`src/hdl/sprite_pkg.sv`:
```
////////////////////////////////////////////////////////////
// sprite command package
// opcode and FSM state enums, field widths and the packed
// structs carried between decoder, control unit and storage
////////////////////////////////////////////////////////////
package sprite_pkg;

	////////////////////////////////////////////////////////////
	// field widths
	////////////////////////////////////////////////////////////
	localparam int OPC_W        = 4;                    // opcode field, instr[3:0]
	localparam int SPRITE_IDX_W = 5;                    // sprite index, instr[8:4]
	localparam int MEM_ADDR_W   = 14;                   // pattern address, instr[13:0]
	localparam int DATA_W       = 32;                   // operand and stored word width
	localparam int NUM_SPRITES  = 1 << SPRITE_IDX_W;    // 32 sprite slots
	localparam int MEM_WORDS    = 1 << MEM_ADDR_W;      // 16 K colour words

	// host opcodes, 3 is a no-operation
	typedef enum logic [OPC_W-1:0] {
		OP_POS    = 4'd0,                           // sprite x/y position
		OP_MEM_WR = 4'd1,                           // pattern memory word
		OP_OFFSET = 4'd2,                           // sprite memory offset
		OP_NOP    = 4'd3,
		OP_IDLE   = 4'd15                           // nothing valid or unknown opcode
	} op_t;

	typedef enum logic {
		CTRL_RUN,                                   // accepting decoded commands
		CTRL_MEM_WAIT                               // slow memory write in progress
	} ctrl_state_t;

	////////////////////////////////////////////////////////////
	// stage payloads
	////////////////////////////////////////////////////////////
	typedef struct packed {
		logic                  valid;
		op_t                   op;
		logic [MEM_ADDR_W-1:0] target;              // zero-extended index or address
		logic [DATA_W-1:0]     data;
	} decoded_cmd_t;

	typedef struct packed {
		logic                    en;
		logic                    sel_offset;        // 1 offset array, 0 position array
		logic [SPRITE_IDX_W-1:0] idx;
		logic [DATA_W-1:0]       data;
	} reg_wr_t;

	typedef struct packed {
		logic                  en;
		logic [MEM_ADDR_W-1:0] addr;
		logic [DATA_W-1:0]     data;
	} mem_wr_t;

endpackage

```
`src/hdl/sprite_reg_bank.sv`:
```
////////////////////////////////////////////////////////////
// sprite register bank, pipeline stage 3a
// 32 sprite slots, each with a position word and a pattern
// memory offset; read port is combinational
////////////////////////////////////////////////////////////
`timescale 1ns/1ps

module sprite_reg_bank (
	input  logic                              clk,
	input  logic                              reset,
	input  sprite_pkg::reg_wr_t               reg_wr,
	input  logic [sprite_pkg::SPRITE_IDX_W-1:0] rd_idx,
	output logic [sprite_pkg::DATA_W-1:0]     rd_pos,
	output logic [sprite_pkg::DATA_W-1:0]     rd_offset
);
	import sprite_pkg::*;

	logic [DATA_W-1:0] pos_q    [NUM_SPRITES];      // x/y of each sprite
	logic [DATA_W-1:0] offset_q [NUM_SPRITES];      // pattern base per sprite

	////////////////////////////////////////////////////////////
	// write side
	////////////////////////////////////////////////////////////
	always_ff @(posedge clk or negedge reset) begin
		if (!reset) begin
			for (int i = 0; i < NUM_SPRITES; i++) begin
				pos_q[i]    <= '0;                      // all sprites parked at origin
				offset_q[i] <= '0;
			end
		end else if (reg_wr.en) begin
			if (reg_wr.sel_offset) begin
				offset_q[reg_wr.idx] <= reg_wr.data;
			end else begin
				pos_q[reg_wr.idx] <= reg_wr.data;
			end
		end
	end

	// read side, same cycle as the index
	assign rd_pos    = pos_q[rd_idx];
	assign rd_offset = offset_q[rd_idx];

endmodule

```
`config.mk`:
```
export PLATFORM = sky130hd
export DESIGN_NAME = sprite_reg_bank
export DESIGN_NICKNAME = d
export VERILOG_FILES = /design/src/hdl/sprite_pkg.sv /design/src/hdl/sprite_reg_bank.sv
export SDC_FILE = /design/constraint.sdc
export NUM_CORES = 2
export LEC_CHECK = 0
export BUFFER_PORTS_ARGS = -buffer_cell sky130_fd_sc_hd__buf_2
export CAP_MARGIN = 20
export CORE_MARGIN = 10
export CORE_UTILIZATION = 40
export DETAILED_ROUTE_END_ITERATION = 16
export PLACE_DENSITY_LB_ADDON = 0.3
export RECOVER_POWER = 100
export SETUP_SLACK_MARGIN = 0.05
export SLEW_MARGIN = 10
export SYNTH_ARGS = -nofsm -noshare
export SYNTH_HDL_FRONTEND = slang
export SYNTH_SLANG_ARGS = --single-unit
```
`constraint.sdc`:
```
create_clock -name clk -period 6.8 [get_ports clk]
set_clock_uncertainty 0.05 [all_clocks]
set_input_delay 1.36 -clock clk [delete_from_list [all_inputs] [get_ports clk]]
set_output_delay 1.36 -clock clk [all_outputs]
set_load 0.05 [all_outputs]
```
Yosys cells after proc, flatten, opt, wreduce, memory -nomap -nowiden

Index checks and enable logic that the tools add are counted.

Magnitude comparators: 3
Reduce and logical (&&, ||, !) cells: 3
Bitwise operators: 3
Multiplexer cells: 10

Operator list:

| operator                                                                      | count |
|---|---|
| 1024-bit bitwise mux                                                          | 2 |
| 32-bit binary-select mux with 5-bit select                                    | 2 |
| 32-bit demux with 5-bit select                                                | 1 |
| 32-bit 2-to-1 mux                                                             | 5 |
| 6-bit greater-or-equal comparator (second input constant)                     | 2 |
| 5-bit inverter with 6-bit output                                              | 2 |
| 6-bit by 1-bit less-than comparator with 1-bit output (second input constant) | 1 |
| 2-bit AND reduction                                                           | 2 |
| 1-bit logical AND                                                             | 1 |
| 1-bit inverter                                                                | 1 |

Word-level logic and storage cells: 83
Flip-flop bits (word level): 2048
Bits of input ports: 46
Output and inout port bits: 64

Longest topological paths before layout

Word-level depth: 6
Depth in mapped cells: 8
Mapped depth without buffers: 4

Worst setup path after synthesis

Ideal clock, no wire load.

Path type: in2out
From: input port rd_idx[1] (netlist name)
To: output port rd_pos[30] (netlist name)
Path buffers: 4
Path slack: 1.402 ns
Arrival time: 3.988 ns
Data required time: 5.390 ns
Stages on the path: 8
Cell sequence: buf_2 > buf_2 > buf_2 > buf_2 > nor2_1 > nand3_1 > o2111ai_1 > nor4_1

Word-level cells in the longest chain between the ends: 4

RTL lines:

| element                                                | RTL line              | text |
|---|---|---|
| start, declared                                        | sprite_reg_bank.sv:12 | `input logic [sprite_pkg::SPRITE_IDX_W-1:0] rd_idx,` |
| 5-bit inverter with 6-bit output (implied by the code) | sprite_reg_bank.sv:40 | `assign rd_pos = pos_q[rd_idx];` |
| 32-bit binary-select mux with 5-bit select             | sprite_reg_bank.sv:40 |  |
| 32-bit 2-to-1 mux (implied by the code) (2 in a row)   | sprite_reg_bank.sv:40 |  |
| end, declared                                          | sprite_reg_bank.sv:13 | `output logic [sprite_pkg::DATA_W-1:0] rd_pos,` |

No other way between the ends. The select of a mux whose other input is x is not followed.

Worst setup path in the final report

From: input port rd_idx[4] (netlist name)
To: output port rd_offset[28] (netlist name)

Word-level cells in the longest chain between the ends: 4

RTL lines:

| element                                                | RTL line              | text |
|---|---|---|
| 5-bit inverter with 6-bit output (implied by the code) | sprite_reg_bank.sv:41 | `assign rd_offset = offset_q[rd_idx];` |
| 32-bit binary-select mux with 5-bit select             | sprite_reg_bank.sv:41 |  |
| 32-bit 2-to-1 mux (implied by the code) (2 in a row)   | sprite_reg_bank.sv:41 |  |
| end, declared                                          | sprite_reg_bank.sv:14 | `output logic [sprite_pkg::DATA_W-1:0] rd_offset` |

No other way between the ends. The select of a mux whose other input is x is not followed.

==> metrics.md <==
| Metric | Value |
|---|---|
| Fin nets | `5676` |
| Number of hold violations in the final report | `0` |
| Per-instance average area after synthesis | `~16 sq um` |
| CTS tree | `yes` |
| Static power due to leakage | `about 47 nW` |
| Worst Setup Slack, final | `about 470 ps` |
| Number of logic stages on the critical path including buffering | `6` |
| Initial antenna violation count | `25` |
| Area leader, netlist | `dfrtp_1` |
| First DRT Iteration DRCs | `around 3600` |
| Period minus WS final | `6333 ps` |
| Worst min-delay path class | `flip-flop to flip-flop` |
| Die H | `roughly 500 um` |
| Overall die width | `around 500 um` |
| Longest Clk Path Bufs | `3` |
| Pwr Density | `between 200 and 300 nW/um^2` |
| Gr ovfl total | `0` |
| Maximum number of pins on one net before global-route repair | `189` |
| Worst setup startpoint | `rd_idx[4]` |
| Number of gates given a new drive strength after cts | `0` |
| Count of pins over their slew limit | `between 2000 and 2500` |
| Outcome | `finished, violations left` |
| Buffers on Ports | `109` |
| Final critical-path share of the clock period | `between 90% and 100%` |
| WL final | `257.3 mm` |
| Cell with the most instances after synthesis | `dfrtp_1` |
| Clock buffers created by TritonCTS | `between 200 and 250` |
| Required time of the worst setup path | `approximately 5400 ps` |
| Number of synthesized flops with an enable pin | `0` |
| Endpoint arrival time on the critical path | `just under 5000 ps` |
| Register area share after synthesis | `between 50% and 60%` |
| Worst-path cell chain | `buf_2 -> or3b_4 -> clkbuf_1 -> o22ai_1 -> nor4_1 -> clkbuf_1` |
| Slowest-stage cell, CP | `clkbuf_1` |
| Highest net fanout along the worst path | `27` |
| Power Total | `between 30 and 40 mW` |
| Crit path to | `rd_offset[28]` |
| Total setup buffers inserted after CTS | `0` |
| Number of synthesized register bits | `2048` |
| R2R setup slack | `~6000 ps` |
| Hold depth | `1` |
| Startpoint class of the critical path | `primary input` |
| Peak supply drop | `between 200 and 300 uV` |
| Root buf cell | `clkbuf_16` |
| Final Core Density | `about 45%` |
| Number of global-route vias before repair | `about 55000` |
| Post-DR wirelength/cell | `roughly 30 um` |
| Count of warnings emitted by yosys | `0` |
| Final Wtd Congestion | `~0.76` |
| Worst reg2reg path endpoint | `offset_q[920]` |
| Worst flop-to-flop path startpoint | `offset_q[920]` |
| Synthesized netlist cell count | `between 5000 and 6000` |
| Cell type with the highest occurrence count on the critical path | `clkbuf_1` |
| Clock sink count | `2048` |
| Yosys cell types | `35` |
| Unrepaired setup endpoints after global routing | `no` |
| Worst setup EP type | `output pin` |
| Detailed-route via count | `between 50000 and 60000` |
| Leading post-synthesis cells by instance count | `dfrtp_1 (2048), mux2_2 (1978), mux4_2 (491), buf_2 (266), clkbuf_1 (250)` |
| Failing checks | `max-capacitance violations, max-slew violations` |
| Critical Setup Path Class | `primary input to output pin` |
| Share of flip-flops with an asynchronous set or reset after synthesis | `between 90% and 100%` |
| Synthesis-to-finish area growth | `11.82%` |
| Leading cell types by total area after synthesis | `dfrtp_1 (56%), mux2_2 (24%), mux4_2 (12%), o22ai_1 (1.6%), buf_2 (1.5%)` |
| Starting density of the core | `40.18%` |
| Clock transition at the registers of the reported paths | `around 60 ps` |
| Number of cells on the worst reg-to-reg path | `1` |
| Top achievable clock speed | `about 160 MHz` |
| Most instantiated flip-flop cell in the synthesis netlist | `dfrtp_1` |
| Cell class contributing the biggest share of worst-path delay | `buffers and inverters` |
| Die footprint | `between 200000 and 250000 sq um` |
| Floorplan row count | `roughly 180` |
| Post-cts hold buffer count | `0` |
| Cell area after synthesis | `approximately 91000 sq um` |
| Number of detailed-route iterations in the first pass | `8` |
| Max-Slew Margin vs Limit | `-188.0%` |
| Clock insertion delay at the later pin of the skew report | `around 850 ps` |
| Buf+Inv Stages, Crit Path | `3` |
| Worst slack after detailed placement | `around 950 ps` |
| Stage delay of the slowest cell on the critical path | `830 ps` |
| Global-route total usage across every layer | `20.46%` |
| Number of nets with antenna violations after detailed routing | `0` |
| Final setup violation count | `0` |
| Transition at the pin with the smallest max-transition slack | `4321 ps` |
| H-tree Lvls | `4` |
| Final setup TNS | `0 ps` |
| Proportion of layout cells with a drive suffix above 1 | `between 50% and 60%` |
| DRC errors left | `0` |
| Core area | `227300 sq um` |
| Area fraction of the dominant cell type after synthesis | `roughly 56%` |
| Detailed placer's ending HPWL | `~150 mm` |
| Vias per cell | `just under 6` |
| Net Count, Synth | `between 5000 and 6000` |
| Wire length of the first global-routing pass | `between 300 and 400 mm` |
| Max-capacitance violation count | `84` |
| I/O pin cnt | `110` |
==> kinds of logic (layout without fill, tap and decap cells) <==
group / count (synthesis) / count (layout) / share of synthesized area, %
multiplexers: 2582 / 2582 / 37.84
other: 0 / 15 / 0
buffers and inverters: 594 / 710 / 2.937
AO/OA/AOI/OAI: 278 / 278 / 1.966
flip-flops: 2048 / 2048 / 56.11
AND/OR/NAND/NOR: 185 / 185 / 1.144
==> layout by cell type, fill, tap and decap left out, drive strengths merged, types with 2 or more instances in the layout <==
cell type  instances
a2111oi            2
or3                5
mux2i             37
and2               6
diode             15
or3b               6
a22oi             19
nor4              53
nand4b             3
o221ai             9
nor3b              4
o22ai            228
nand3              9
nor2b              6
buf              180
inv                6
mux2            2054
a211oi             9
bufinv            12
clkinv            39
dfrtp           2048
nand3b             7
nor2              54
clkinvlp           4
nand2             25
a21oi              9
nand4              3
clkbuf           469
mux4             491
==> area by class of cell <==
type	count	area (sq um)
sequential	2048	51250
multi-input combinational	3045	37490
clock inverter	61	775.7
fill	20070	125200
antenna	15	37.54
timing repair buffer	320	2337
tap	3009	3765
clock buffer	329	6472
==> how the worst min path moves through the flow <==
| stage | from | endpoint |
|---|---|---|
| floorplan | pos_q[638] | pos_q[638] |
| global placement | pos_q[638] | pos_q[638] |
| detailed placement | pos_q[638] | pos_q[638] |
| CTS | pos_q[638] | pos_q[638] |
| global route | pos_q[621] | pos_q[621] |
| finish | pos_q[920] | pos_q[920] |
==> sequential cells by signal (all words and copies together), names as in the netlist <==
name and count:
pos_q 1024, offset_q 1024
==> metrics by stage <==
| stage | hold WS, ps | cell area (sq um) | std cells |
|---|---|---|---|
| 2_1_floorplan | 399.5 | 91330 | 5687 |
| 3_3_place_gp | 410.0 | 95230 | 8402 |
| 3_5_place_dp | 416.5 | 95370 | 8409 |
| 4_1_cts | 430.3 | 102600 | 8799 |
| 5_1_grt | 449.2 | 102100 | 8819 |
| 6_report | 432.2 | 102100 | 8827 |
==> per-layer routing <==
metal | global-route usage, % | wire (um) | up-vias
met1 | 28.50 | 114700 | 28750
li1 | - | - | 21220
met5 | 0 | 100 | -
met2 | 32.81 | 121800 | 1217
met3 | 3.682 | 12990 | 450
met4 | 6.003 | 7683 | 14
==> where the power goes <==
| part | internal, mW | switching [mW] |
|---|---|---|
| clock | 6.99 | 4.99 |
| combinational | 2.13 | 1.72 |
| sequential | 13.8 | 0.779 |
(Power assumes the default switching activity.)
