`src/hdl/sprite_pkg.sv`:
```
////////////////////////////////////////////////////////////
// sprite command package
// opcode and FSM state enums, field widths and the packed
// structs carried between decoder, control unit and storage
////////////////////////////////////////////////////////////
package sprite_pkg;

	////////////////////////////////////////////////////////////
	// field widths
	////////////////////////////////////////////////////////////
	localparam int OPC_W        = 4;                    // opcode field, instr[3:0]
	localparam int SPRITE_IDX_W = 5;                    // sprite index, instr[8:4]
	localparam int MEM_ADDR_W   = 14;                   // pattern address, instr[13:0]
	localparam int DATA_W       = 32;                   // operand and stored word width
	localparam int NUM_SPRITES  = 1 << SPRITE_IDX_W;    // 32 sprite slots
	localparam int MEM_WORDS    = 1 << MEM_ADDR_W;      // 16 K colour words

	// host opcodes, 3 is a no-operation
	typedef enum logic [OPC_W-1:0] {
		OP_POS    = 4'd0,                           // sprite x/y position
		OP_MEM_WR = 4'd1,                           // pattern memory word
		OP_OFFSET = 4'd2,                           // sprite memory offset
		OP_NOP    = 4'd3,
		OP_IDLE   = 4'd15                           // nothing valid or unknown opcode
	} op_t;

	typedef enum logic {
		CTRL_RUN,                                   // accepting decoded commands
		CTRL_MEM_WAIT                               // slow memory write in progress
	} ctrl_state_t;

	////////////////////////////////////////////////////////////
	// stage payloads
	////////////////////////////////////////////////////////////
	typedef struct packed {
		logic                  valid;
		op_t                   op;
		logic [MEM_ADDR_W-1:0] target;              // zero-extended index or address
		logic [DATA_W-1:0]     data;
	} decoded_cmd_t;

	typedef struct packed {
		logic                    en;
		logic                    sel_offset;        // 1 offset array, 0 position array
		logic [SPRITE_IDX_W-1:0] idx;
		logic [DATA_W-1:0]       data;
	} reg_wr_t;

	typedef struct packed {
		logic                  en;
		logic [MEM_ADDR_W-1:0] addr;
		logic [DATA_W-1:0]     data;
	} mem_wr_t;

endpackage

```
`src/hdl/cmd_control.sv`:
```
////////////////////////////////////////////////////////////
// command control unit, pipeline stage 2
// turns decoded commands into register bank or pattern
// memory write requests and raises busy for memory writes
////////////////////////////////////////////////////////////
`timescale 1ns/1ps

module cmd_control #(
	parameter int MEM_WR_CYCLES = 3                     // busy cycles held by a memory write
) (
	input  logic                     clk,
	input  logic                     reset,
	input  sprite_pkg::decoded_cmd_t cmd,
	output sprite_pkg::reg_wr_t      reg_wr,
	output sprite_pkg::mem_wr_t      mem_wr,
	output logic                     busy
);
	import sprite_pkg::*;

	localparam int CNT_W = $clog2(MEM_WR_CYCLES + 1);

	ctrl_state_t      state;
	logic [CNT_W-1:0] wait_cnt;                         // remaining memory wait cycles
	logic             mem_cmd;                          // memory write sitting in stage 1

	assign mem_cmd = cmd.valid && (cmd.op == OP_MEM_WR);

	// first busy cycle comes from stage 1, the rest from the wait state
	assign busy = mem_cmd || (state == CTRL_MEM_WAIT);

	////////////////////////////////////////////////////////////
	// control FSM and write request registers
	////////////////////////////////////////////////////////////
	always_ff @(posedge clk or negedge reset) begin
		if (!reset) begin
			state    <= CTRL_RUN;
			wait_cnt <= '0;
			reg_wr   <= '0;
			mem_wr   <= '0;
		end else begin
			reg_wr.en <= 1'b0;                          // requests last one cycle
			mem_wr.en <= 1'b0;
			case (state)
				CTRL_RUN: begin
					if (cmd.valid) begin
						case (cmd.op)
							OP_POS, OP_OFFSET: begin
								reg_wr.en         <= 1'b1;
								reg_wr.sel_offset <= (cmd.op == OP_OFFSET);
								reg_wr.idx        <= cmd.target[SPRITE_IDX_W-1:0];
								reg_wr.data       <= cmd.data;
							end
							OP_MEM_WR: begin
								mem_wr.en   <= 1'b1;
								mem_wr.addr <= cmd.target;
								mem_wr.data <= cmd.data;
								wait_cnt    <= CNT_W'(MEM_WR_CYCLES - 1);
								state       <= CTRL_MEM_WAIT;
							end
							default: ;                  // nop, no write
						endcase
					end
				end
				CTRL_MEM_WAIT: begin
					if (wait_cnt == '0) begin
						state <= CTRL_RUN;              // busy drops after this edge
					end else begin
						wait_cnt <= wait_cnt - 1'b1;
					end
				end
				default: state <= CTRL_RUN;
			endcase
		end
	end

endmodule

```
`config.mk`:
```
export PLATFORM = sky130hd
export DESIGN_NAME = cmd_control
export DESIGN_NICKNAME = d
export VERILOG_FILES = /design/src/hdl/sprite_pkg.sv /design/src/hdl/cmd_control.sv
export SDC_FILE = /design/constraint.sdc
export NUM_CORES = 1
export LEC_CHECK = 0
export CAP_MARGIN = 10
export CELL_PAD_IN_SITES_DETAIL_PLACEMENT = 0
export CELL_PAD_IN_SITES_GLOBAL_PLACEMENT = 1
export CORE_MARGIN = 2
export CORE_UTILIZATION = 43
export CTS_BUF_LIST = sky130_fd_sc_hd__clkbuf_4
export DETAILED_ROUTE_END_ITERATION = 6
export DONT_BUFFER_PORTS = 1
export PLACE_DENSITY_LB_ADDON = 0.08
export SLEW_MARGIN = 20
export SYNTH_ARGS = -nofsm -noshare
export SYNTH_HDL_FRONTEND = slang
export SYNTH_SLANG_ARGS = --single-unit
```
`constraint.sdc`:
```
create_clock -name clk -period 2.2 [get_ports clk]
set_input_delay 0.33 -clock clk [delete_from_list [all_inputs] [get_ports clk]]
set_output_delay 0.33 -clock clk [all_outputs]
set_load 0.005 [all_outputs]
```
Word level (Yosys, flattened, before mapping)
Index checks and enable logic that the tools add are counted.

cells by class
  add/subtract/negate cells = 1
  eq/ne operators = 5
  multiplexer cells = 14
  bitwise operators = 1
  reduce and logical (&&, ||, !) cells = 8

operators by type and width
  operator               count
  $mux W47               3
  $mux W39               3
  $reduce_and A3 Y1      3
  $mux W2                3
  $ne A2 B2 Y1 const B   3
  $eq A4 B1 Y1 const B   1
  $eq A4 B2 Y1 const B   1
  $logic_not A4 Y1       1
  $pmux W2 S2            1
  $mux W1                3
  $logic_not A2 Y1       1
  $pmux W1 S2            1
  $reduce_or A2 Y1       1
  $sub A2 B1 Y2 const B  1
  $logic_and A1 B1 Y1    1
  $logic_or A1 B1 Y1     1
  $not A1 Y1             1

storage, ports and cells
  register bits = 89
  bits of input ports = 53
  output and inout bits = 87
  logic and storage cells = 38

Longest topological paths before layout
Gate-level depths: netlist of run 1.

  depth in word-level cells = 5
  depth in mapped cells = 5
  depth with buffers taken out = 5

Least setup slack after synthesis of run 1
Ideal clock, no wire load.

  path type = register to register
  start point = register state
  end point = register reg_wr[20] (netlist bit)
  setup time = 125 ps
  arrival time = 1719 ps
  required time = 2075 ps
  setup slack = 356 ps
  stages on the path, launching flop included = 6
  path buffers = 2
  period minus slack after synthesis = 1844 ps
  cell sequence = dfrtp_1 -> or4b_4 -> nor2_1 -> buf_4 -> buf_4 -> mux2_2

on the way
  word-level cells in the longest chain between the ends = 2

ends and longest elaborated chain
  what                                line               RTL
  start: declaration                  cmd_control.sv:22  ctrl_state_t state;
  start signal: assignment            cmd_control.sv:36  state <= CTRL_RUN;
  start signal: assignment            cmd_control.sv:58  state <= CTRL_MEM_WAIT;
  start signal: assignment            cmd_control.sv:66  state <= CTRL_RUN;
  $not A1 Y1 (no source line)         --
  $reduce_and A3 Y1 (no source line)  --
  end: declaration                    cmd_control.sv:14  output sprite_pkg::reg_wr_t reg_wr,

No other way between the ends.
A chain may end at the register's enable or synchronous reset.

Final worst setup path of run 1
  start point = register state
  end point = register mem_wr[30] (netlist bit)

on the way
  word-level cells in the longest chain between the ends = 2

ends and longest elaborated chain
  what                                line               RTL
  $not A1 Y1 (no source line)         --
  $reduce_and A3 Y1 (no source line)  --
  end: declaration                    cmd_control.sv:15  output sprite_pkg::mem_wr_t mem_wr,

No other way between the ends.

==> reports/metrics.sh, run 1 <==
ELEMENT_TYPE_AT_THE_CRITICAL_PATH_END='flop'
FIRST_ITER_VIOLATIONS=34
TOTAL_LEAKAGE_POWER_nW=1.72
SYNTHCELLS=199
DETAILED_PLACE.AREA_UM2=3500
SYN_AREA_UM2=3420
WORST_CLOCK_SKEW_NS=0.0226
SYNTH-SIMPLE-AREA-SHARE=0.0147
YOSYS_WARNINGS=0
CTSROOTBUFFERMASTER='sky130_fd_sc_hd__clkbuf_4'
VIA_PER_INST=5.25
FINALMAXSLEWVIOLATIONS=0
RSZ0062_AT_GRT='false'
CLK_TRANSITION_REPORTED_PATHS_NS=0.14
VIOLATIONS='negative hold slack'
SYNTH_TOP_AREA_FRAC=0.652
MIN_PERIOD_OVER_PERIOD=0.911
FINAL_CORE_UTIL=0.487
CELLS_ALONG_THE_CRITICAL_PATH='or4b_4 -> or2_4 -> mux2_4'
FILLCELLCOUNT=658
SYNTH_TOP_FAMILY_BY_AREA='multiplexers'
DELAY_OF_THE_SLOWEST_CRITICAL_PATH_STAGE_NS=0.57
CLOCK_PATH_BUFFERS=2
TOP_LEVEL_PORTS=140
TRITONCTS='built'
NETLIST_TOP_CELLS_AREA='sky130_fd_sc_hd__dfrtp_1 65%, sky130_fd_sc_hd__mux2_2 22%, sky130_fd_sc_hd__mux2_4 7.9%'
FMAX_MHz=499
SYNTH_FLOP_CELL='sky130_fd_sc_hd__dfrtp_1'
CTS.REPAIR.RESIZED=0
CTS_INSERTED_BUFFERS=9
MAX_CAP_VIOLATIONS=0
DESIGN_POWER_TOTAL_mW=4.15
CRITICAL_PATH.SLOWEST_CELL='sky130_fd_sc_hd__or4b_4'
TOTAL_AREA_OF_MULTI_INPUT_COMBINATIONAL_CELLS_UM2=1110
YS_SEQ_ELEMENTS=89
NUMBER_OF_ANTENNA_VIOLATIONS_AT_THE_FIRST_CHECK_IN_GLOBAL_ROUTING=0
ANTENNA_LEFT=0
FP.DIEW_UM=93.1
SYNTH-XOR-AREA-SHARE=0
FINALSETUPTNS_NS=0
POST-CTS-SETUP-BUFFER-COUNT=0
SHARE_OF_LAYOUT_CELLS_ABOVE_DRIVE_STRENGTH_1=0.477
CRITICAL_PATH_PEAK_FANOUT=48
PROPORTION_OF_SYNTHESIZED_FLIP_FLOPS_HAVING_ASYNCHRONOUS_SET_OR_RESET=1.00
FINAL_HOLD_VIOLATION_COUNT=89
FINAL_LAYOUT_NET_COUNT=269
YS_TOP_CELLS_BY_COUNT='89 x sky130_fd_sc_hd__dfrtp_1, 66 x sky130_fd_sc_hd__mux2_2, 18 x sky130_fd_sc_hd__mux2_4'
DETAILEDROUTE.FIRSTPASSITERATIONCOUNT=4
POST_SYNTH_MUX_AREA_SHARE=0.300
RUN_STATUS='finished with violations'
DRCVIOLATIONCOUNT=0
AREA_DELTA_SYNTH_FINAL_PCT=10.1
SYNTH_ENABLE_FLOP_CELLS=0
SYNTH.DISTINCT_CELLS=17
CLK_LAT_WORST_SKEW_NS=0.41
TOTAL_VIAS_IN_THE_FINAL_ROUTE=1691
SYNTH_ADDER_AREA_SHARE=0.00366
AVGROUTEDWIREPERCELL_UM=19.5
CP.ARRIVAL_NS=2.29
FINALWEIGHTEDCONGESTION=0.666
GLOBALROUTEOVERFLOWTOTAL=0
SYNTH.LARGEST_AREA_CELL='sky130_fd_sc_hd__dfrtp_1'
TIGHTEST_SLEW_NS=0.786
DESIGN.DIE.AREA_UM2=8670
CRITICAL_PATH_CLASS='flop to flop'
SYN_NETS=253
MIN_PERIOD_NS=2.00
WORST_IR_DROP_VDD_mV=0.429
SYNTH_MOST_COMMON_CELL='sky130_fd_sc_hd__dfrtp_1'
GRT_START_MAX_NET_PINS=90
REGAREA_UM2=2230
PLACEMENT.IO_BUFFERS=0
DIE_HEIGHT_UM=93.1
WORST_SLEW_MARGIN=0.476
DP_WIRELENGTH_UM=4300
SYNTH.AVG_CELL_AREA_UM2=17.2
INITIAL_CORE_UTIL=0.442
SETUP_VIOL=0
NUM_ROWS=32
P_PER_AREA_nW_PER_UM2=1100
WORST-ENDPOINT-REQUIRED_NS=2.48
DIODES=0
GRT.TOTAL_USAGE=0.146
WHS_NS=-0.410
CLASS_OF_THE_TIGHTEST_HOLD_OR_REMOVAL_CHECK='input port to async pin'
CTSHTREEMAXLEVEL=3
FINALINSTANCEAREA_UM2=3760
VIA_COUNT_OF_THE_FIRST_GLOBAL_ROUTING_PASS=1841
GRT_PASS1_WL_UM=9690
DESIGN.CORE.AREA_UM2=7730
TIMING.CRITICAL_PATH.FROM_TYPE='flop'
SYNTH_SEQ_AREA_SHARE=0.652
SYNTH-COMPOUND-AREA-SHARE=0.00549
DRT_WL_TOTAL_UM=6300
CTS_NUM_SINKS=89
-- layout by cell type (no fill, tap or decap) --
master,n
sky130_fd_sc_hd__a31oi_1,1
sky130_fd_sc_hd__buf_4,2
sky130_fd_sc_hd__bufinv_16,1
sky130_fd_sc_hd__clkbuf_4,12
sky130_fd_sc_hd__clkinv_4,1
sky130_fd_sc_hd__clkinvlp_4,2
sky130_fd_sc_hd__dfrtp_1,89
sky130_fd_sc_hd__dlygate4sd3_1,12
sky130_fd_sc_hd__ha_1,1
sky130_fd_sc_hd__inv_1,4
sky130_fd_sc_hd__mux2_2,66
sky130_fd_sc_hd__mux2_4,18
sky130_fd_sc_hd__mux2i_1,1
sky130_fd_sc_hd__nand2_1,1
sky130_fd_sc_hd__nand2b_1,2
sky130_fd_sc_hd__nor2_1,2
sky130_fd_sc_hd__nor2_4,1
sky130_fd_sc_hd__o21ai_0,1
sky130_fd_sc_hd__o21bai_1,1
sky130_fd_sc_hd__or2_4,1
sky130_fd_sc_hd__or4b_4,1
-- worst max-delay path, delay by kind of cell (launching register included) --
kind          cells  cell delay [ns]
mux               1             0.39
simple gates      2             1.08
flops             1             0.42
-- metrics by stage --
| stage | hold slack [ns] | std cells | setup WS (ns) |
|---|---|---|---|
| CTS | -0.442 | 310 | 0.176 |
| finish | -0.410 | 322 | 0.195 |
| global placement | 0.0365 | 294 | 0.243 |
| floorplan | 0.0344 | 199 | 0.356 |
| global route | -0.464 | 322 | 0.102 |
| detailed placement | 0.0366 | 294 | 0.191 |
-- kinds of logic (layout without fill, tap and decap cells) --
group / count (synthesis) / after routing
AOI/OAI and AO/OA: 3 / 3
adders and majority gates: 1 / 1
and+or+nand+nor: 8 / 8
buffers and inverters: 13 / 34
DFF: 89 / 89
muxes: 85 / 85
-- area by class of cell --
type / instances / share of cell area
clock inverter: 4 / 0.0143
timing repair buffer: 14 / 0.0359
multi-input combinational: 97 / 0.296
inverter: 4 / 0.00399
tap: 102 / 0.0339
sequential: 89 / 0.592
clock buffer: 12 / 0.0240
-- sequential cells by signal (all words and copies together) (netlist names) --
| name | cells |
|---|---|
| wait_cnt | 2 |
| reg_wr | 39 |
| state | 1 |
| mem_wr | 47 |
-- power breakdown --
group	total, mW	internal, mW	leakage [nW]	switching [mW]
logic	0.664	0.477	0.571	0.187
registers	2.58	2.16	1.08	0.423
clock network	0.899	0.388	0.0738	0.511
-- layer usage --
layer,vias to the layer above,track usage,wire [um],part of all wire
li1,726,-,-,-
met1,869,0.166,2320,0.37
met4,0,0.0368,59,0.0094
met5,-,0,0,0
met3,7,0.0822,717,0.11
met2,89,0.240,3200,0.51
-- worst paths after layout --
check | start | to | slack [ns] | cells past startpoint
max | state$_DFF_PN0_ | mem_wr[30]$_DFFE_PN0P_ | 0.20 | 3
min | reset | mem_wr[12]$_DFFE_PN0P_ | -0.41 | 0
max reg2reg | state$_DFF_PN0_ | mem_wr[30]$_DFFE_PN0P_ | 0.20 | 3
min reg2reg | wait_cnt[0]$_DFFE_PN0P_ | wait_cnt[0]$_DFFE_PN0P_ | 0.49 | 1
max in group asynchronous | reset | wait_cnt[1]$_DFFE_PN0P_ | 2.43 | 0
min in group clk | cmd[8] | mem_wr[8]$_DFFE_PN0P_ | 0.06 | 1
(Power assumes the default switching activity.)
==> run 2, diff against run 1 <==
- CORE_UTILIZATION: 43 -> 25
==> reports/metrics.sh, run 2 (synthesis results as in run 1) <==
DESIGN_POWER_TOTAL_mW=4.42  # +6.5%
VIA_PER_INST=4.29  # -18%
FINAL_CORE_UTIL=0.319  # -0.168
REG_TOP3='mem_wr (47), reg_wr (39), wait_cnt (2)'
CLK_TRANSITION_REPORTED_PATHS_NS=0.13  # about the same
LARGEST_REGISTER_FFS=47  # unchanged
TOTAL_LEAKAGE_POWER_nW=1.89  # +9.6%
CTS_INSERTED_BUFFERS=9  # unchanged
CLK_LAT_WORST_SKEW_NS=0.43  # +0.02 ns
CTSHTREEMAXLEVEL=3  # unchanged
DP_CELLS=368  # +25%
P_PER_AREA_nW_PER_UM2=1040  # -5.6%
FINALWEIGHTEDCONGESTION=0.730  # +9.6%
TRITONCTS='built'
AVGROUTEDWIREPERCELL_UM=17.4  # -11%
RSZ0062_AT_GRT='false'
GRT_PASS1_WL_UM=11900  # +22%
ELEMENT_TYPE_AT_THE_CRITICAL_PATH_END='flop'
DELAY_OF_THE_SLOWEST_CRITICAL_PATH_STAGE_NS=0.57  # about the same
WORST_IR_DROP_VDD_mV=0.429  # about the same
CLOCK_PATH_BUFFERS=2  # unchanged
GRT_START_MAX_NET_PINS=90  # unchanged
SHARE_OF_LAYOUT_CELLS_ABOVE_DRIVE_STRENGTH_1=0.403  # -0.0741
ANTENNA_LEFT=0  # unchanged
MIN_PERIOD_OVER_PERIOD=0.928  # +0.0171
MOST_FREQUENT_STANDARD_CELL_IN_THE_LAYOUT_EXCLUDING_FILL_AND_TAP_CELLS='sky130_fd_sc_hd__dfrtp_1'
PATH_DELAY_FAMILY='simple AND/OR/NAND/NOR gates'
DESIGN.CORE.AREA_UM2=13300  # +72%
FINALSETUPTNS_NS=0  # unchanged
DETAILEDROUTE.FIRSTPASSITERATIONCOUNT=4  # unchanged
CLASS_OF_THE_TIGHTEST_HOLD_OR_REMOVAL_CHECK='input port to async pin'
FINAL_LAYOUT_NET_COUNT=304  # +13%
SETUP_VIOL=0  # unchanged
MIN_PERIOD_NS=2.04  # +0.0377 ns
DIE_HEIGHT_UM=121  # +30%
FINALMAXSLEWVIOLATIONS=0  # unchanged
MAX_CAP_VIOLATIONS=0  # unchanged
FP.DIEW_UM=121  # +30%
CRITICAL_PATH_PEAK_FANOUT=48  # unchanged
CELLS_ALONG_THE_CRITICAL_PATH='or4b_4 -> or2_4 -> mux2_4'
DRT_WL_TOTAL_UM=7450  # +18%
GLOBALROUTEOVERFLOWTOTAL=0  # unchanged
INITIAL_CORE_UTIL=0.257  # -0.185
TOP_LEVEL_PORTS=140  # unchanged
TOTAL_VIAS_IN_THE_FINAL_ROUTE=1841  # +8.9%
POST-CTS-SETUP-BUFFER-COUNT=0  # unchanged
TIMING.CRITICAL_PATH.FROM_TYPE='flop'
NUM_ROWS=42  # +31%
DP_WIRELENGTH_UM=4930  # +15%
CTS.REPAIR.RESIZED=0  # unchanged
WHS_NS=-0.432  # -0.0220 ns
FIRST_ITER_VIOLATIONS=36  # +5.9%
CP.ARRIVAL_NS=2.35  # +0.06 ns
DRCVIOLATIONCOUNT=0  # unchanged
PLACEMENT.IO_BUFFERS=0  # unchanged
WORST_CLOCK_SKEW_NS=0.0134  # -0.00919 ns
CRITICAL_PATH_CLASS='flop to flop'
REGISTERS.TOP_BY_FF_COUNT='mem_wr'
WORST-ENDPOINT-REQUIRED_NS=2.51  # +0.03 ns
CRITICAL_PATH.SLOWEST_CELL='sky130_fd_sc_hd__or4b_4'
LAYOUT_COMMON_CELLS='89 x sky130_fd_sc_hd__dfrtp_1, 66 x sky130_fd_sc_hd__mux2_2, 47 x sky130_fd_sc_hd__dlygate4sd3_1, 18 x sky130_fd_sc_hd__mux2_4, 10 x sky130_fd_sc_hd__clkbuf_4'
DESIGN.DIE.AREA_UM2=14600  # +69%
AREA_DELTA_SYNTH_FINAL_PCT=24.2
FMAX_MHz=490  # -1.8%
CRIT_BUF_INV=0  # unchanged
GRT.TOTAL_USAGE=0.108  # -0.0385
VIOLATIONS='negative hold slack'
VIA_COUNT_OF_THE_FIRST_GLOBAL_ROUTING_PASS=2091  # +14%
NUMBER_OF_ANTENNA_VIOLATIONS_AT_THE_FIRST_CHECK_IN_GLOBAL_ROUTING=0  # unchanged
FINAL_CELLS=429  # +33%
TIGHTEST_SLEW_NS=0.845  # +0.0588 ns
RUN_STATUS='finished with violations'
WORST_SLEW_MARGIN=0.437  # -0.0392
CTSROOTBUFFERMASTER='sky130_fd_sc_hd__clkbuf_4'
CTS_NUM_SINKS=89  # unchanged
FINAL_HOLD_VIOLATION_COUNT=89  # unchanged
DIODES=0  # unchanged
## run 2: cell types whose count changed in the layout (fill, tap and decap cells not counted)
cell                            before  now
sky130_fd_sc_hd__bufinv_16           1    3
sky130_fd_sc_hd__buf_12              0    1
sky130_fd_sc_hd__clkinvlp_4          2    0
sky130_fd_sc_hd__clkinv_4            1    0
sky130_fd_sc_hd__dlygate4sd3_1      12   47
sky130_fd_sc_hd__buf_4               2    1
sky130_fd_sc_hd__clkbuf_4           12   10
sky130_fd_sc_hd__clkinv_1            0    1
## run 2: path summary, 6_finish.rpt
path / slack, ns / to / start / cells after the start
min reg2reg: 0.48 / wait_cnt[0]$_DFFE_PN0P_ / wait_cnt[0]$_DFFE_PN0P_ / 1
min in group clk: 0.16 / state$_DFF_PN0_ / cmd[48] / 2
max in group asynchronous: 2.52 / mem_wr[11]$_DFFE_PN0P_ / reset / 0
max reg2reg: 0.16 / mem_wr[28]$_DFFE_PN0P_ / state$_DFF_PN0_ / 3
max: 0.16 / mem_wr[28]$_DFFE_PN0P_ / state$_DFF_PN0_ / 3
min: -0.43 / reg_wr[17]$_DFFE_PN0P_ / reset / 0
## run 2: routing by layer
metal  GRT usage  part of all wire  vias to the layer above
met5           0                 0                        -
met4      0.0349             0.012                        0
met3      0.0611              0.10                        6
met2       0.185              0.52                      100
met1       0.109              0.36                      943
li1            -                 -                      792
## run 2: timing repair
| action | in CTS | in global routing |
|---|---|---|
| setup endpoints to repair | 0 | 0 |
| endpoints found under the hold margin | 171 | 91 |
| hold buffers | 46 | 1 |
## run 2: final cells by class
cell class / count / area, um2
Tap cell: 176 / 220
Sequential cell: 89 / 2230
Inverter: 4 / 15.0
Fill cell: 1327 / 9050
Clock buffer: 10 / 75.1
Multi-Input combinational cell: 97 / 1110
Timing Repair Buffer: 49 / 498
Clock inverter: 4 / 93.8
## run 2: through the flow
stage               area [um2]  hold slack (ns)  setup WS (ns)
floorplan                 3420           0.0344          0.356
global placement          3600           0.0373          0.209
global route              4240           -0.521         0.0851
finish                    4240           -0.432          0.158
CTS                       4230           -0.500          0.147
detailed placement        3600           0.0376          0.174
## run 2: where the power goes
group	internal, mW	switching, mW	total, mW	leakage (nW)
combinational	0.520	0.213	0.733	0.720
sequential	2.16	0.440	2.60	1.08
clock	0.573	0.507	1.08	0.0900
total	3.26	1.16	4.42	1.89
## run 2: worst reg2reg max path, stage by stage (launching register included)
cell	delay [ns]
sky130_fd_sc_hd__dfrtp_1	0.41
sky130_fd_sc_hd__or4b_4	0.57
sky130_fd_sc_hd__or2_4	0.52
sky130_fd_sc_hd__mux2_4	0.42
