[src/hdl/sprite_pkg.sv]
////////////////////////////////////////////////////////////
// sprite command package
// opcode and FSM state enums, field widths and the packed
// structs carried between decoder, control unit and storage
////////////////////////////////////////////////////////////
package sprite_pkg;

	////////////////////////////////////////////////////////////
	// field widths
	////////////////////////////////////////////////////////////
	localparam int OPC_W        = 4;                    // opcode field, instr[3:0]
	localparam int SPRITE_IDX_W = 5;                    // sprite index, instr[8:4]
	localparam int MEM_ADDR_W   = 14;                   // pattern address, instr[13:0]
	localparam int DATA_W       = 32;                   // operand and stored word width
	localparam int NUM_SPRITES  = 1 << SPRITE_IDX_W;    // 32 sprite slots
	localparam int MEM_WORDS    = 1 << MEM_ADDR_W;      // 16 K colour words

	// host opcodes, 3 is a no-operation
	typedef enum logic [OPC_W-1:0] {
		OP_POS    = 4'd0,                           // sprite x/y position
		OP_MEM_WR = 4'd1,                           // pattern memory word
		OP_OFFSET = 4'd2,                           // sprite memory offset
		OP_NOP    = 4'd3,
		OP_IDLE   = 4'd15                           // nothing valid or unknown opcode
	} op_t;

	typedef enum logic {
		CTRL_RUN,                                   // accepting decoded commands
		CTRL_MEM_WAIT                               // slow memory write in progress
	} ctrl_state_t;

	////////////////////////////////////////////////////////////
	// stage payloads
	////////////////////////////////////////////////////////////
	typedef struct packed {
		logic                  valid;
		op_t                   op;
		logic [MEM_ADDR_W-1:0] target;              // zero-extended index or address
		logic [DATA_W-1:0]     data;
	} decoded_cmd_t;

	typedef struct packed {
		logic                    en;
		logic                    sel_offset;        // 1 offset array, 0 position array
		logic [SPRITE_IDX_W-1:0] idx;
		logic [DATA_W-1:0]       data;
	} reg_wr_t;

	typedef struct packed {
		logic                  en;
		logic [MEM_ADDR_W-1:0] addr;
		logic [DATA_W-1:0]     data;
	} mem_wr_t;

endpackage

[src/hdl/instr_decoder.sv]
////////////////////////////////////////////////////////////
// instruction decoder, pipeline stage 1
// splits a strobed host instruction into opcode, target and
// data fields; strobes seen while busy are dropped
////////////////////////////////////////////////////////////
`timescale 1ns/1ps

module instr_decoder (
	input  logic                        clk,
	input  logic                        reset,
	input  logic [sprite_pkg::DATA_W-1:0] instr,
	input  logic [sprite_pkg::DATA_W-1:0] operand,
	input  logic                        instr_strobe,
	input  logic                        busy,
	output sprite_pkg::decoded_cmd_t    cmd
);
	import sprite_pkg::*;

	decoded_cmd_t cmd_d;                                    // next stage contents
	logic         accept;

	assign accept = instr_strobe && !busy;                  // host must wait out busy

	always_comb begin
		cmd_d = '{valid: 1'b0, op: OP_IDLE, target: '0, data: '0};  // idle slot
		if (accept) begin
			case (instr[OPC_W-1:0])
				OP_POS: begin
					cmd_d.valid  = 1'b1;
					cmd_d.op     = OP_POS;
					cmd_d.target = MEM_ADDR_W'(instr[OPC_W +: SPRITE_IDX_W]); // sprite idx
					cmd_d.data   = operand;                 // packed x and y
				end
				OP_MEM_WR: begin
					cmd_d.valid  = 1'b1;
					cmd_d.op     = OP_MEM_WR;
					cmd_d.target = instr[MEM_ADDR_W-1:0];   // full word address
					cmd_d.data   = operand;                 // colour word
				end
				OP_OFFSET: begin
					cmd_d.valid  = 1'b1;
					cmd_d.op     = OP_OFFSET;
					cmd_d.target = MEM_ADDR_W'(instr[OPC_W +: SPRITE_IDX_W]);
					cmd_d.data   = operand;                 // base offset into pattern mem
				end
				OP_NOP: begin
					cmd_d.valid = 1'b1;                     // passes down, writes nothing
					cmd_d.op    = OP_NOP;
				end
				default: ;                                  // unknown opcode stays idle
			endcase
		end
	end

	always_ff @(posedge clk or negedge reset) begin
		if (!reset) begin
			cmd <= '{valid: 1'b0, op: OP_IDLE, target: '0, data: '0};
		end else begin
			cmd <= cmd_d;                                   // one slot per clock
		end
	end

endmodule

[config.mk]
export PLATFORM = sky130hd
export DESIGN_NAME = instr_decoder
export DESIGN_NICKNAME = d
export VERILOG_FILES = /design/src/hdl/sprite_pkg.sv /design/src/hdl/instr_decoder.sv
export SDC_FILE = /design/constraint.sdc
export NUM_CORES = 1
export LEC_CHECK = 0
export ABC_AREA = 0
export BUFFER_PORTS_ARGS = -buffer_cell sky130_fd_sc_hd__buf_2
export CORE_MARGIN = 2
export CORE_UTILIZATION = 46
export CTS_BUF_LIST = sky130_fd_sc_hd__clkbuf_8
export CTS_CLUSTER_DIAMETER = 120
export DETAILED_ROUTE_END_ITERATION = 6
export GPL_TIMING_DRIVEN = 0
export PLACE_DENSITY = 0.91
export SLEW_MARGIN = 20
export SYNTH_ARGS = -nofsm -noshare
export SYNTH_HDL_FRONTEND = slang
export SYNTH_SLANG_ARGS = --single-unit
[constraint.sdc]
create_clock -name clk -period 1.7 [get_ports clk]
set_input_delay 0.34 -clock clk [delete_from_list [all_inputs] [get_ports clk]]
set_output_delay 0.34 -clock clk [all_outputs]
set_load 0.005 [all_outputs]
### Word level (Yosys, flattened, before mapping)

Cells that the tools add are included.

* input port bits: 68
* register bits: 51

* eq/ne operators: 3
* multiplexer cells: 3
* reductions and logical operators: 4

Operator list (number)
* 46-bit one-hot mux with 2 select lines: 1
* 51-bit 2-to-1 mux: 1
* 5-bit one-hot mux with 4 select lines: 1
* 4-bit by 2-bit equality test with 1-bit output, second input constant: 2
* 4-bit by 1-bit equality test with 1-bit output, second input constant: 1
* 4-bit zero test: 1
* 2-bit OR reduction: 1
* 1-bit logical AND: 1
* 1-bit zero test: 1

### Logic depth before layout (Yosys ltp)

Gate-level depths: netlist of run 1.

* depth after elaboration: 4
* depth in mapped cells: 4
* mapped depth without buffers: 2

### Worst setup path after synthesis of run 1

Ideal clock, no wire load.

* path type: in2reg
* from: input busy
* to: register cmd[46] (netlist bit)
* stages: 4
* data arrival time: 1.335 ns
* library setup time: 0.082 ns
* setup slack: 0.283 ns
* path through: or4b_1 -> buf_2 -> buf_6 -> or2_1

RTL lines
* start, declared: RTL line instr_decoder.sv:14 `input logic busy,`
* end signal, assigned: RTL line instr_decoder.sv:57 `cmd <= '{valid: 1'b0, op: OP_IDLE, target: '0, data: '0};`
* end signal, assigned: RTL line instr_decoder.sv:59 `cmd <= cmd_d;`
* end, declared: RTL line instr_decoder.sv:15 `output sprite_pkg::decoded_cmd_t cmd`

==> results of run 1 <==
-- final timing paths --
path,startpoint,end,cells after the start
min in group clk,instr[10],cmd[42],3
max,cmd[48],cmd[49],2
max in group asynchronous,reset,cmd[33],1
min,reset,cmd[30],1
-- cell usage after synthesis --
master	count
nand2b_1	1
nand2_1	9
or4b_1	1
clkbuf_1	6
or3b_2	1
buf_4	1
nor3_1	9
nor3b_1	32
inv_1	2
nor3b_2	3
dfstp_2	3
buf_2	1
buf_6	5
dfrtp_1	47
and2_1	1
a21oi_1	1
nand3b_1	1
a211oi_2	1
or2_1	2
-- area by class of cell --
class	count	area share
buffer	13	0.03676
inverter	2	0.003021
clock buffer	6	0.03323
tap	48	0.02417
clock inverter	2	0.02417
sequential	50	0.5050
timing repair buffer	100	0.2024
multi-input combinational	62	0.1712
-- critical path: cells and delay by family, from the launching register on --
kind | cells | cell delay, ps
buffers and inverters | 2 | 180
flip-flops | 1 | 530
-- cells in the final DEF (no fill, tap or decap), drive strengths merged --
cell type / instances
inv: 2
dfstp: 3
a211oi: 1
clkbuf: 12
and2: 1
nand2: 9
or4b: 1
nor3b: 35
dfrtp: 47
or3b: 1
bufinv: 2
or2: 2
a21oi: 1
buf: 107
nand2b: 1
nand3b: 1
nor3: 9
-- layer usage --
| layer | wire length [um] | vias up |
|---|---|---|
| li1 | - | 633 |
| met1 | 1561 | 647 |
| met2 | 2068 | 56 |
| met3 | 310 | 4 |
| met4 | 63 | 0 |
| met5 | 0 | - |
-- logic make-up after synthesis --
group | share of synthesized area
buffers and inverters | 0.05555
DFF | 0.7053
AOI/OAI and AO/OA | 0.009841
and+or+nand+nor | 0.2293
-- report_power, final --
group          switching, W  internal [W]  total (W)
clock              0.000374      0.000627    0.00100
sequential       0.00000373       0.00120    0.00121
combinational     0.0000863     0.0000817   0.000168
-- per-stage QoR --
stage               hold WS [ps]  cells  power [W]  setup slack, ps
global route               90.50    283   0.002461            309.2
detailed placement         569.9    275   0.001401            78.40
finish                     39.48    283   0.002376            347.3
CTS                        250.5    283   0.002392            336.6
floorplan                  44.41    127   0.001294            282.5
global placement           566.7    275   0.001395            142.6
==> results.txt, run 1 <==
Number of antenna violations at the first check in global routing -> 0
Largest net degree at the start of global routing -> 51
Routed vias/inst -> 4.735
Final hold violations -> 0
CTS tree -> done
Hold WC Path Type -> input pin to asynchronous set/reset pin
Yosys reg bits -> 50
Avg Inst Size Synth -> 14.01 sq um
Post-synthesis sequential area ratio -> 0.7053
Outcome -> finished, final reports clean
Resize count post-CTS -> 0
Io pins -> 119
Pwr Density -> 956.3 nW/um^2
Worst Max-Slew Pin Slew -> 615.8 ps
Critical path arrival -> 1010 ps
Clock Tree Root -> clkbuf_8
Port bufs -> 100
Drt drc -> 0
Syn Nets -> 195
Initial Util -> 0.4824
GRT met3 Usage -> 0.04770
Biggest regs -> cmd x50
Total die area -> 4381 sq um
Per-cell routed wire length -> 14.15 um
GR peak layer -> met2
DRT antenna net count -> 0
Final Setup Violations -> 0
Top cell type's share of synthesized area -> 0.6610
Clock slew at reported path FFs -> 90 ps
Max-slew headroom -> 0.5895
Slew Limit Fails -> 0
GPL Wtd Cong -> 0.7469
GRT met2 Usage -> 0.3275
Initial DRC count -> 103
Synth unique cells -> 19
Design Area, Final -> 2485 sq um
Multi-input logic area -> 425.4 sq um
Crit path cell chain -> buf_4, buf_2
Maxcap violations -> 0
Largest area contributor in the netlist -> dfrtp_1
Crit-path max cell delay -> 530 ps
Largest register FFs -> 50
Clock Sinks -> 50
VDD IR max -> 0.0004601 V
CP Max Fanout -> 2
Most flops, register -> cmd
YS warnings -> 0
CTS buffer count -> 5
CTS HTree Levels -> 2
RSZ-0062 raised after global routing -> no
FF+latch area -> 1255 sq um
Post-CTS setup buffer count -> 0
Critical Path RT -> 1360 ps
Die Ht -> 66.19 um
Leakage power -> 1.354 nW
Initial DRT Pass Iterations -> 4
Vias in the first global route -> 1281
GRT Overall Usage -> 0.1919
Met1 Resource Use GR -> 0.2318
Cells after synthesis -> 127
Detailed Route WL -> 4.004 mm
Slowest cell on crit path -> dfstp_2
Top cells by area, synth -> dfrtp_1 (66%), nor3b_1 (14%), dfstp_2 (4.4%)
GRT Residual Overflow -> 0
Vias -> 1340
Clock buffer depth -> 2
Final core utilization -> 0.6737
Fraction of the cycle the final worst path needs -> 0.7957
Share of layout cells above drive strength 1 -> 0.5234
Dpl cell area -> 2340 sq um
Die width -> 66.19 um
First-pass GRT wire length -> 6.161 mm
Fin nets -> 302
Tmin final -> 1353 ps
Synthesized cell area -> 1779 sq um
Row count -> 22
# hold bufs at CTS -> 0
Maximum clock rate -> 739.3 MHz
Post-DP HPWL -> 2.989 mm
Layout area overhead -> 39.66%
Critical Path Sink Type -> output pin
FILL cells -> 293
Core Area -> 3689 sq um
ANT cells -> 0
Crit path kind -> flip-flop to output pin
Fin Setup TNS -> 0 ps
Crit path launch type -> flip-flop
Power figures use the tool's default switching activity.
==> run 2: changes to the inputs <==
--- a/config.mk
+++ b/config.mk
@@ -5,15 +5,15 @@
 export SDC_FILE = /design/constraint.sdc
 export NUM_CORES = 1
 export LEC_CHECK = 0
-export ABC_AREA = 0
+export ABC_AREA = 1
 export BUFFER_PORTS_ARGS = -buffer_cell sky130_fd_sc_hd__buf_2
 export CORE_MARGIN = 2
-export CORE_UTILIZATION = 46
+export CORE_UTILIZATION = 44
 export CTS_BUF_LIST = sky130_fd_sc_hd__clkbuf_8
 export CTS_CLUSTER_DIAMETER = 120
 export DETAILED_ROUTE_END_ITERATION = 6
 export GPL_TIMING_DRIVEN = 0
-export PLACE_DENSITY = 0.91
+export PLACE_DENSITY = 0.85
 export SLEW_MARGIN = 20
 export SYNTH_ARGS = -nofsm -noshare
 export SYNTH_HDL_FRONTEND = slang
==> constraint.sdc (replaced) <==
create_clock -name clk -period 1.35 [get_ports clk]
set_input_delay 0.27 -clock clk [delete_from_list [all_inputs] [get_ports clk]]
set_output_delay 0.27 -clock clk [all_outputs]
set_load 0.005 [all_outputs]
==> results.txt, run 2 <==
Post-synth top cells -> dfrtp_1 (47), inv_1 (41), nor3_2 (33)
Initial Util -> 0.4555 (-0.02690)
GPL Wtd Cong -> 0.6978 (-6.6%)
Crit path kind -> flip-flop to output pin
Async set-reset flop share out of synthesis -> 1.000 (unchanged)
Worst Max-Slew Pin Slew -> 616.9 ps (+1.095 ps)
Max-slew headroom -> 0.5887 (-0.0007300)
Critical Path Sink Type -> output pin
Syn Nets -> 233 (+19%)
Total die area -> 5060 sq um (+15%)
Tmin final -> 1307 ps
Outcome -> complete, but fails checks
GRT met3 Usage -> 0.04986 (+0.002157)
CTS buffer count -> 5 (unchanged)
Core Area -> 4354 sq um (+18%)
Clock slew at reported path FFs -> 90 ps (about the same)
Largest area contributor in the netlist -> dfrtp_1
Largest net degree at the start of global routing -> 51 (unchanged)
Vias -> 1416 (+5.7%)
CTS tree -> done
Maximum clock rate -> 765.3 MHz
Top-count cell post-synth -> dfrtp_1
Final non-filler cell total -> 325 (+15%)
Io pins -> 119 (unchanged)
Most used DFF post-synth -> dfrtp_1
Post-DP HPWL -> 2.797 mm (-6.4%)
Post-synth EDFFs -> 0 (unchanged)
Layout area overhead -> 34.20%
Critical path arrival -> 1040 ps (+30 ps)
Crit path launch -> cmd[48]
Commonest non-fill, non-tap cell in the layout -> buf_2
Hold WC Path Type -> input pin to asynchronous set/reset pin
Pwr Density -> 1042 nW/um^2 (+9.0%)
Detailed Route WL -> 3.877 mm (-3.2%)
Initial DRC count -> 28 (-73%)
Critical Path RT -> 1080 ps (-280 ps)
Worst hold slack -> -23.86 ps (-63.34 ps)
GRT Residual Overflow -> 0 (unchanged)
Routed vias/inst -> 4.357 (-8.0%)
Port bufs -> 100 (unchanged)
Synthesized cell area -> 1983 sq um (+11%)
Commonest cells after routing, fill and taps aside -> buf_2 (100), dfrtp_1 (47), inv_1 (41)
Initial DRT Pass Iterations -> 3 (-1)
Vias in the first global route -> 1438 (+12%)
Yosys reg bits -> 50 (unchanged)
Top cells by area, synth -> dfrtp_1 (59%), nor3_2 (17%), inv_1 (7.8%)
Clock Tree Root -> clkbuf_8
Resize count post-CTS -> 0 (unchanged)
Clock Sinks -> 50 (unchanged)
Row count -> 24 (+9.1%)
Per-cell routed wire length -> 11.93 um (-16%)
Synth unique cells -> 17 (-2)
Avg Inst Size Synth -> 12.02 sq um (-14%)
GRT Overall Usage -> 0.1626 (-0.02923)
Fin Setup TNS -> 0 ps (unchanged)
Clock buffer depth -> 2 (unchanged)
GR peak layer -> met2
Crit path launch type -> flip-flop
CP Max Fanout -> 2 (unchanged)
Share of layout cells above drive strength 1 -> 0.5751 (+0.05169)
Leakage power -> 1.551 nW (+15%)
Fraction of the cycle the final worst path needs -> 0.9679
Final Setup Violations -> 0 (unchanged)
Failing checks -> hold timing
DP Cell Count -> 317 (+15%)
Fin nets -> 340 (+13%)
Slew Limit Fails -> 0 (unchanged)
Final hold violations -> 47 (+47)
DRT antenna net count -> 0 (unchanged)
Biggest regs -> cmd x50
Maxcap violations -> 0 (unchanged)
Top cell type's share of synthesized area -> 0.5931 (-0.06798)
Post-CTS setup buffer count -> 0 (unchanged)
Met1 Resource Use GR -> 0.1911 (-0.04077)
YS warnings -> 0 (unchanged)
Cells after synthesis -> 165 (+30%)
VDD IR max -> 0.0004604 V (about the same)
Largest register FFs -> 50 (unchanged)
CTS HTree Levels -> 2 (unchanged)
ANT cells -> 0 (unchanged)
Drt drc -> 0 (unchanged)
GRT met2 Usage -> 0.2731 (-0.05440)
RSZ-0062 raised after global routing -> no
# hold bufs at CTS -> 0 (unchanged)
Die Ht -> 71.14 um (+7.5%)
Die width -> 71.14 um (+7.5%)
Most flops, register -> cmd
Post-synthesis sequential area ratio -> 0.6328 (-0.07254)
First-pass GRT wire length -> 6.285 mm (+2.0%)
Number of antenna violations at the first check in global routing -> 0 (unchanged)
[run 2: final cells by class]
type / instances / area [sq um]
multi-input cells: 65 / 490.5
plain buffers: 8 / 80.08
inverters: 42 / 157.7
well taps: 52 / 65.06
fillers: 368 / 1693
clock buffers: 8 / 110.1
repair buffers: 100 / 503.0
flip-flops and latches: 50 / 1255
[run 2: power breakdown]
group | leakage (nW) | switching, W | internal (W) | total [W]
Sequential | 0.685 | 0.00000430 | 0.00152 | 0.00152
Combinational | 0.809 | 0.000160 | 0.000109 | 0.000269
Clock | 0.0575 | 0.000468 | 0.000517 | 0.000985
Total | 1.55 | 0.000632 | 0.00214 | 0.00277
[run 2: routing by layer]
| metal | up-vias | wire length, um |
|---|---|---|
| li1 | 703 | - |
| met1 | 641 | 1546 |
| met2 | 65 | 1930 |
| met3 | 7 | 302 |
| met4 | 0 | 97 |
| met5 | - | 0 |
[run 2: cells by family (layout without fill, tap and decap cells)]
group,count (synthesis),count (layout),synth area share
simple gates,63,63,0.2366
compound gates,2,2,0.01073
buf+inv,50,158,0.1199
flops,50,50,0.6328
[run 2: how the worst max path moves through the flow]
stage | to | slack (ps)
global placement | cmd[11] | 150
floorplan | cmd[10] | 440
global route | cmd[49] | 0.2
finish | cmd[49] | 40
CTS | cmd[49] | 30
detailed placement | cmd[6] | 100
[run 2: critical path: stages, from the launching register on]
cell and delay (ps):
dfstp_2 530, buf_4 90, buf_2 110
[run 2: metrics by stage]
| stage | hold WS (ps) | util | area [sq um] | total power [W] | setup slack, ps |
|---|---|---|---|---|---|
| 2_1_floorplan | -25.59 | - | 1983 | 0.001682 | 441.0 |
| 3_3_place_gp | 487.9 | 0.5853 | 2549 | 0.001818 | 147.1 |
| 3_5_place_dp | 494.9 | 0.5853 | 2549 | 0.001824 | 98.69 |
| 4_1_cts | 162.8 | 0.6106 | 2659 | 0.002815 | 34.52 |
| 5_1_grt | 26.48 | 0.6112 | 2661 | 0.002902 | 0.1975 |
| 6_report | -23.86 | 0.6112 | 2661 | 0.002774 | 43.39 |
==> run 3: changes to the inputs <==
--- a/config.mk
+++ b/config.mk
@@ -8,12 +8,12 @@
 export ABC_AREA = 1
 export BUFFER_PORTS_ARGS = -buffer_cell sky130_fd_sc_hd__buf_2
 export CORE_MARGIN = 2
-export CORE_UTILIZATION = 44
+export CORE_UTILIZATION = 40
 export CTS_BUF_LIST = sky130_fd_sc_hd__clkbuf_8
 export CTS_CLUSTER_DIAMETER = 120
 export DETAILED_ROUTE_END_ITERATION = 6
 export GPL_TIMING_DRIVEN = 0
-export PLACE_DENSITY = 0.85
+export PLACE_DENSITY = 0.82
 export SLEW_MARGIN = 20
 export SYNTH_ARGS = -nofsm -noshare
 export SYNTH_HDL_FRONTEND = slang
==> constraint.sdc (replaced) <==
create_clock -name clk -period 1.15 [get_ports clk]
set_input_delay 0.23 -clock clk [delete_from_list [all_inputs] [get_ports clk]]
set_output_delay 0.23 -clock clk [all_outputs]
set_load 0.005 [all_outputs]
==> results.txt, run 3 (synthesized netlist as in run 2, its figures left out) <==
Dpl cell area -> 2567 sq um (+0.74%)
FF+latch area -> 1255 sq um (unchanged)
Most flops, register -> cmd
Maximum clock rate -> 810.6 MHz
Largest register FFs -> 50 (unchanged)
DRT antenna net count -> 0 (unchanged)
Row count -> 25 (+4.2%)
Hold WC Path Type -> input pin to flip-flop
Leakage power -> 1.554 nW (+0.13%)
Slowest cell on crit path -> dfstp_2
Final Setup Violations -> 2 (+2)
Crit path launch type -> flip-flop
Crit path kind -> flip-flop to output pin
Clock network fraction of design power -> 0.303 (-0.052)
Die width -> 74.41 um (+4.6%)
Share of layout cells above drive strength 1 -> 0.5641 (-0.01099)
Initial DRC count -> 34 (+21%)
Commonest cells after routing, fill and taps aside -> buf_2 (98), dfrtp_1 (47), inv_1 (43)
Maxcap violations -> 0 (unchanged)
Clock Sinks -> 50 (unchanged)
Pwr Density -> 1131 nW/um^2 (+8.5%)
Post-DP HPWL -> 2.935 mm (+4.9%)
ANT cells -> 0 (unchanged)
Crit-path most repeated cell -> buf_6
Multi-input logic area -> 490.5 sq um (unchanged)
WHS Path Cells -> 3
Design Area, Final -> 2673 sq um (+0.42%)
Switching Share -> 0.2345 (+0.006632)
Comb pwr share -> 0.107 (+0.010)
DP Cell Count -> 332 (+4.7%)
Number of antenna violations at the first check in global routing -> 0 (unchanged)
RSZ-0062 raised after global routing -> yes
Pre-CTS WS -> -57.18 ps (-155.9 ps)
Final core utilization -> 0.5621 (-0.04910)
Worst setup margin -> -83.59 ps (-127.0 ps)
Cell Int Power -> 0.002314 W (+8.0%)
Pwr Total -> 0.003022 W (+8.9%)
Tmin final -> 1234 ps
Clock Tree Root -> clkbuf_8
Critical path arrival -> 1000 ps (-40 ps)
Initial DRT Pass Iterations -> 2 (-1)
Detailed Route WL -> 3.928 mm (+1.3%)
Port bufs -> 100 (unchanged)
GRT Overall Usage -> 0.1448 (-0.01780)
CTS tree -> done
Max-slew headroom -> 0.5922 (+0.003463)
Routed vias/inst -> 4.209 (-3.4%)
Slew Limit Fails -> 0 (unchanged)
FILL cells -> 443 (+20%)
Crit-path max cell delay -> 550 ps (+20 ps)
VDD IR max -> 0.0004595 V (-0.19%)
Crit path cell chain -> buf_6, buf_6
Clock slew at reported path FFs -> 80 ps (about the same)
Final non-filler cell total -> 340 (+4.6%)
Die Ht -> 74.41 um (+4.6%)
Core Area -> 4755 sq um (+9.2%)
Initial Util -> 0.4171 (-0.03835)
First-pass GRT wire length -> 6.065 mm (-3.5%)
Fin nets -> 341 (+0.29%)
CTS HTree Levels -> 2 (unchanged)
Fraction of the cycle the final worst path needs -> 1.073
Io pins -> 119 (unchanged)
CP Max Fanout -> 2 (unchanged)
Layout area overhead -> 34.76%
Critical Path Sink Type -> output pin
Net Switching -> 0.0007087 W (+12%)
Vias in the first global route -> 1414 (-1.7%)
CTS buffer count -> 5 (unchanged)
GPL Wtd Cong -> 0.7662 (+9.8%)
Drt drc -> 0 (unchanged)
Per-cell routed wire length -> 11.55 um (-3.2%)
Worst Max-Slew Pin Slew -> 611.7 ps (-5.195 ps)
Failing checks -> setup timing
Clock buffer depth -> 2 (unchanged)
Critical Path RT -> 920 ps (-160 ps)
Reg power frac -> 0.591 (+0.043)
Largest net degree at the start of global routing -> 51 (unchanged)
Outcome -> complete, but fails checks
Commonest non-fill, non-tap cell in the layout -> buf_2
Total die area -> 5537 sq um (+9.4%)
GRT Residual Overflow -> 0 (unchanged)
Post-CTS setup buffer count -> 0 (unchanged)
Final hold violations -> 0 (-100%)
Vias -> 1431 (+1.1%)
Biggest regs -> cmd x50
run 3: cell types whose count changed in the layout (fill, tap and decap cells not counted):
cell	previous run	this run
buf_2	100	98
buf_4	2	1
buf_6	6	9
clkbuf_8	8	5
dlygate4sd3_1	0	1
inv_1	41	43
run 3: layout make-up:
class                      instances  share of cell area
inverter                          42             0.05899
clock buffer                       5             0.02575
tap                               67             0.03137
clock inverter                     2            0.002809
buffer                             8             0.03137
multi-input combinational         65              0.1835
timing repair buffer             101              0.1966
sequential                        50              0.4696
run 3: critical path: cells and delay by family (launching register included):
family   cells  cell delay (ps)
buf+inv      2              170
flops        1              550
run 3: worst paths after layout:
| kind | to | from | slack, ps |
|---|---|---|---|
| setup / recovery | cmd[49] | cmd[48] | -80 |
| hold / removal | cmd[45] | instr[13] | 150 |
| max in group asynchronous | cmd[13] | reset | 250 |
| min in group asynchronous | cmd[30] | reset | 500 |
run 3: power groups by stage:
| stage | Clock (W) | Combinational (W) | Sequential [W] |
|---|---|---|---|
| finish | 0.000916 | 0.000322 | 0.00178 |
| global route | 0.00103 | 0.000360 | 0.00179 |
| CTS | 0.000963 | 0.000327 | 0.00179 |
| detailed placement | 0 | 0.000323 | 0.00182 |
| global placement | 0 | 0.000316 | 0.00182 |
| floorplan | 0 | 0.000150 | 0.00182 |
run 3: metrics by stage:
stage	hold WS (ps)	setup TNS [ps]
global route	140.7	-256.0
finish	145.7	-109.4
CTS	131.9	-167.7
floorplan	-65.59	0
detailed placement	457.9	-2612
global placement	450.3	0
run 3: timing repair:
item	CTS	global route
gates resized for setup	3	0
endpoints found under the hold margin	0	24
hold buffers	0	1
pin swaps	0	0
setup endpoints to repair	4	4
run 3: routing by layer:
layer  track usage  vias to the layer above  routed length, um
li1              -                      701                  -
met1        0.1612                      668               1558
met2        0.2616                       58               2030
met3       0.04201                        4                294
met4       0.05357                        0                 44
met5             0                        -                  0
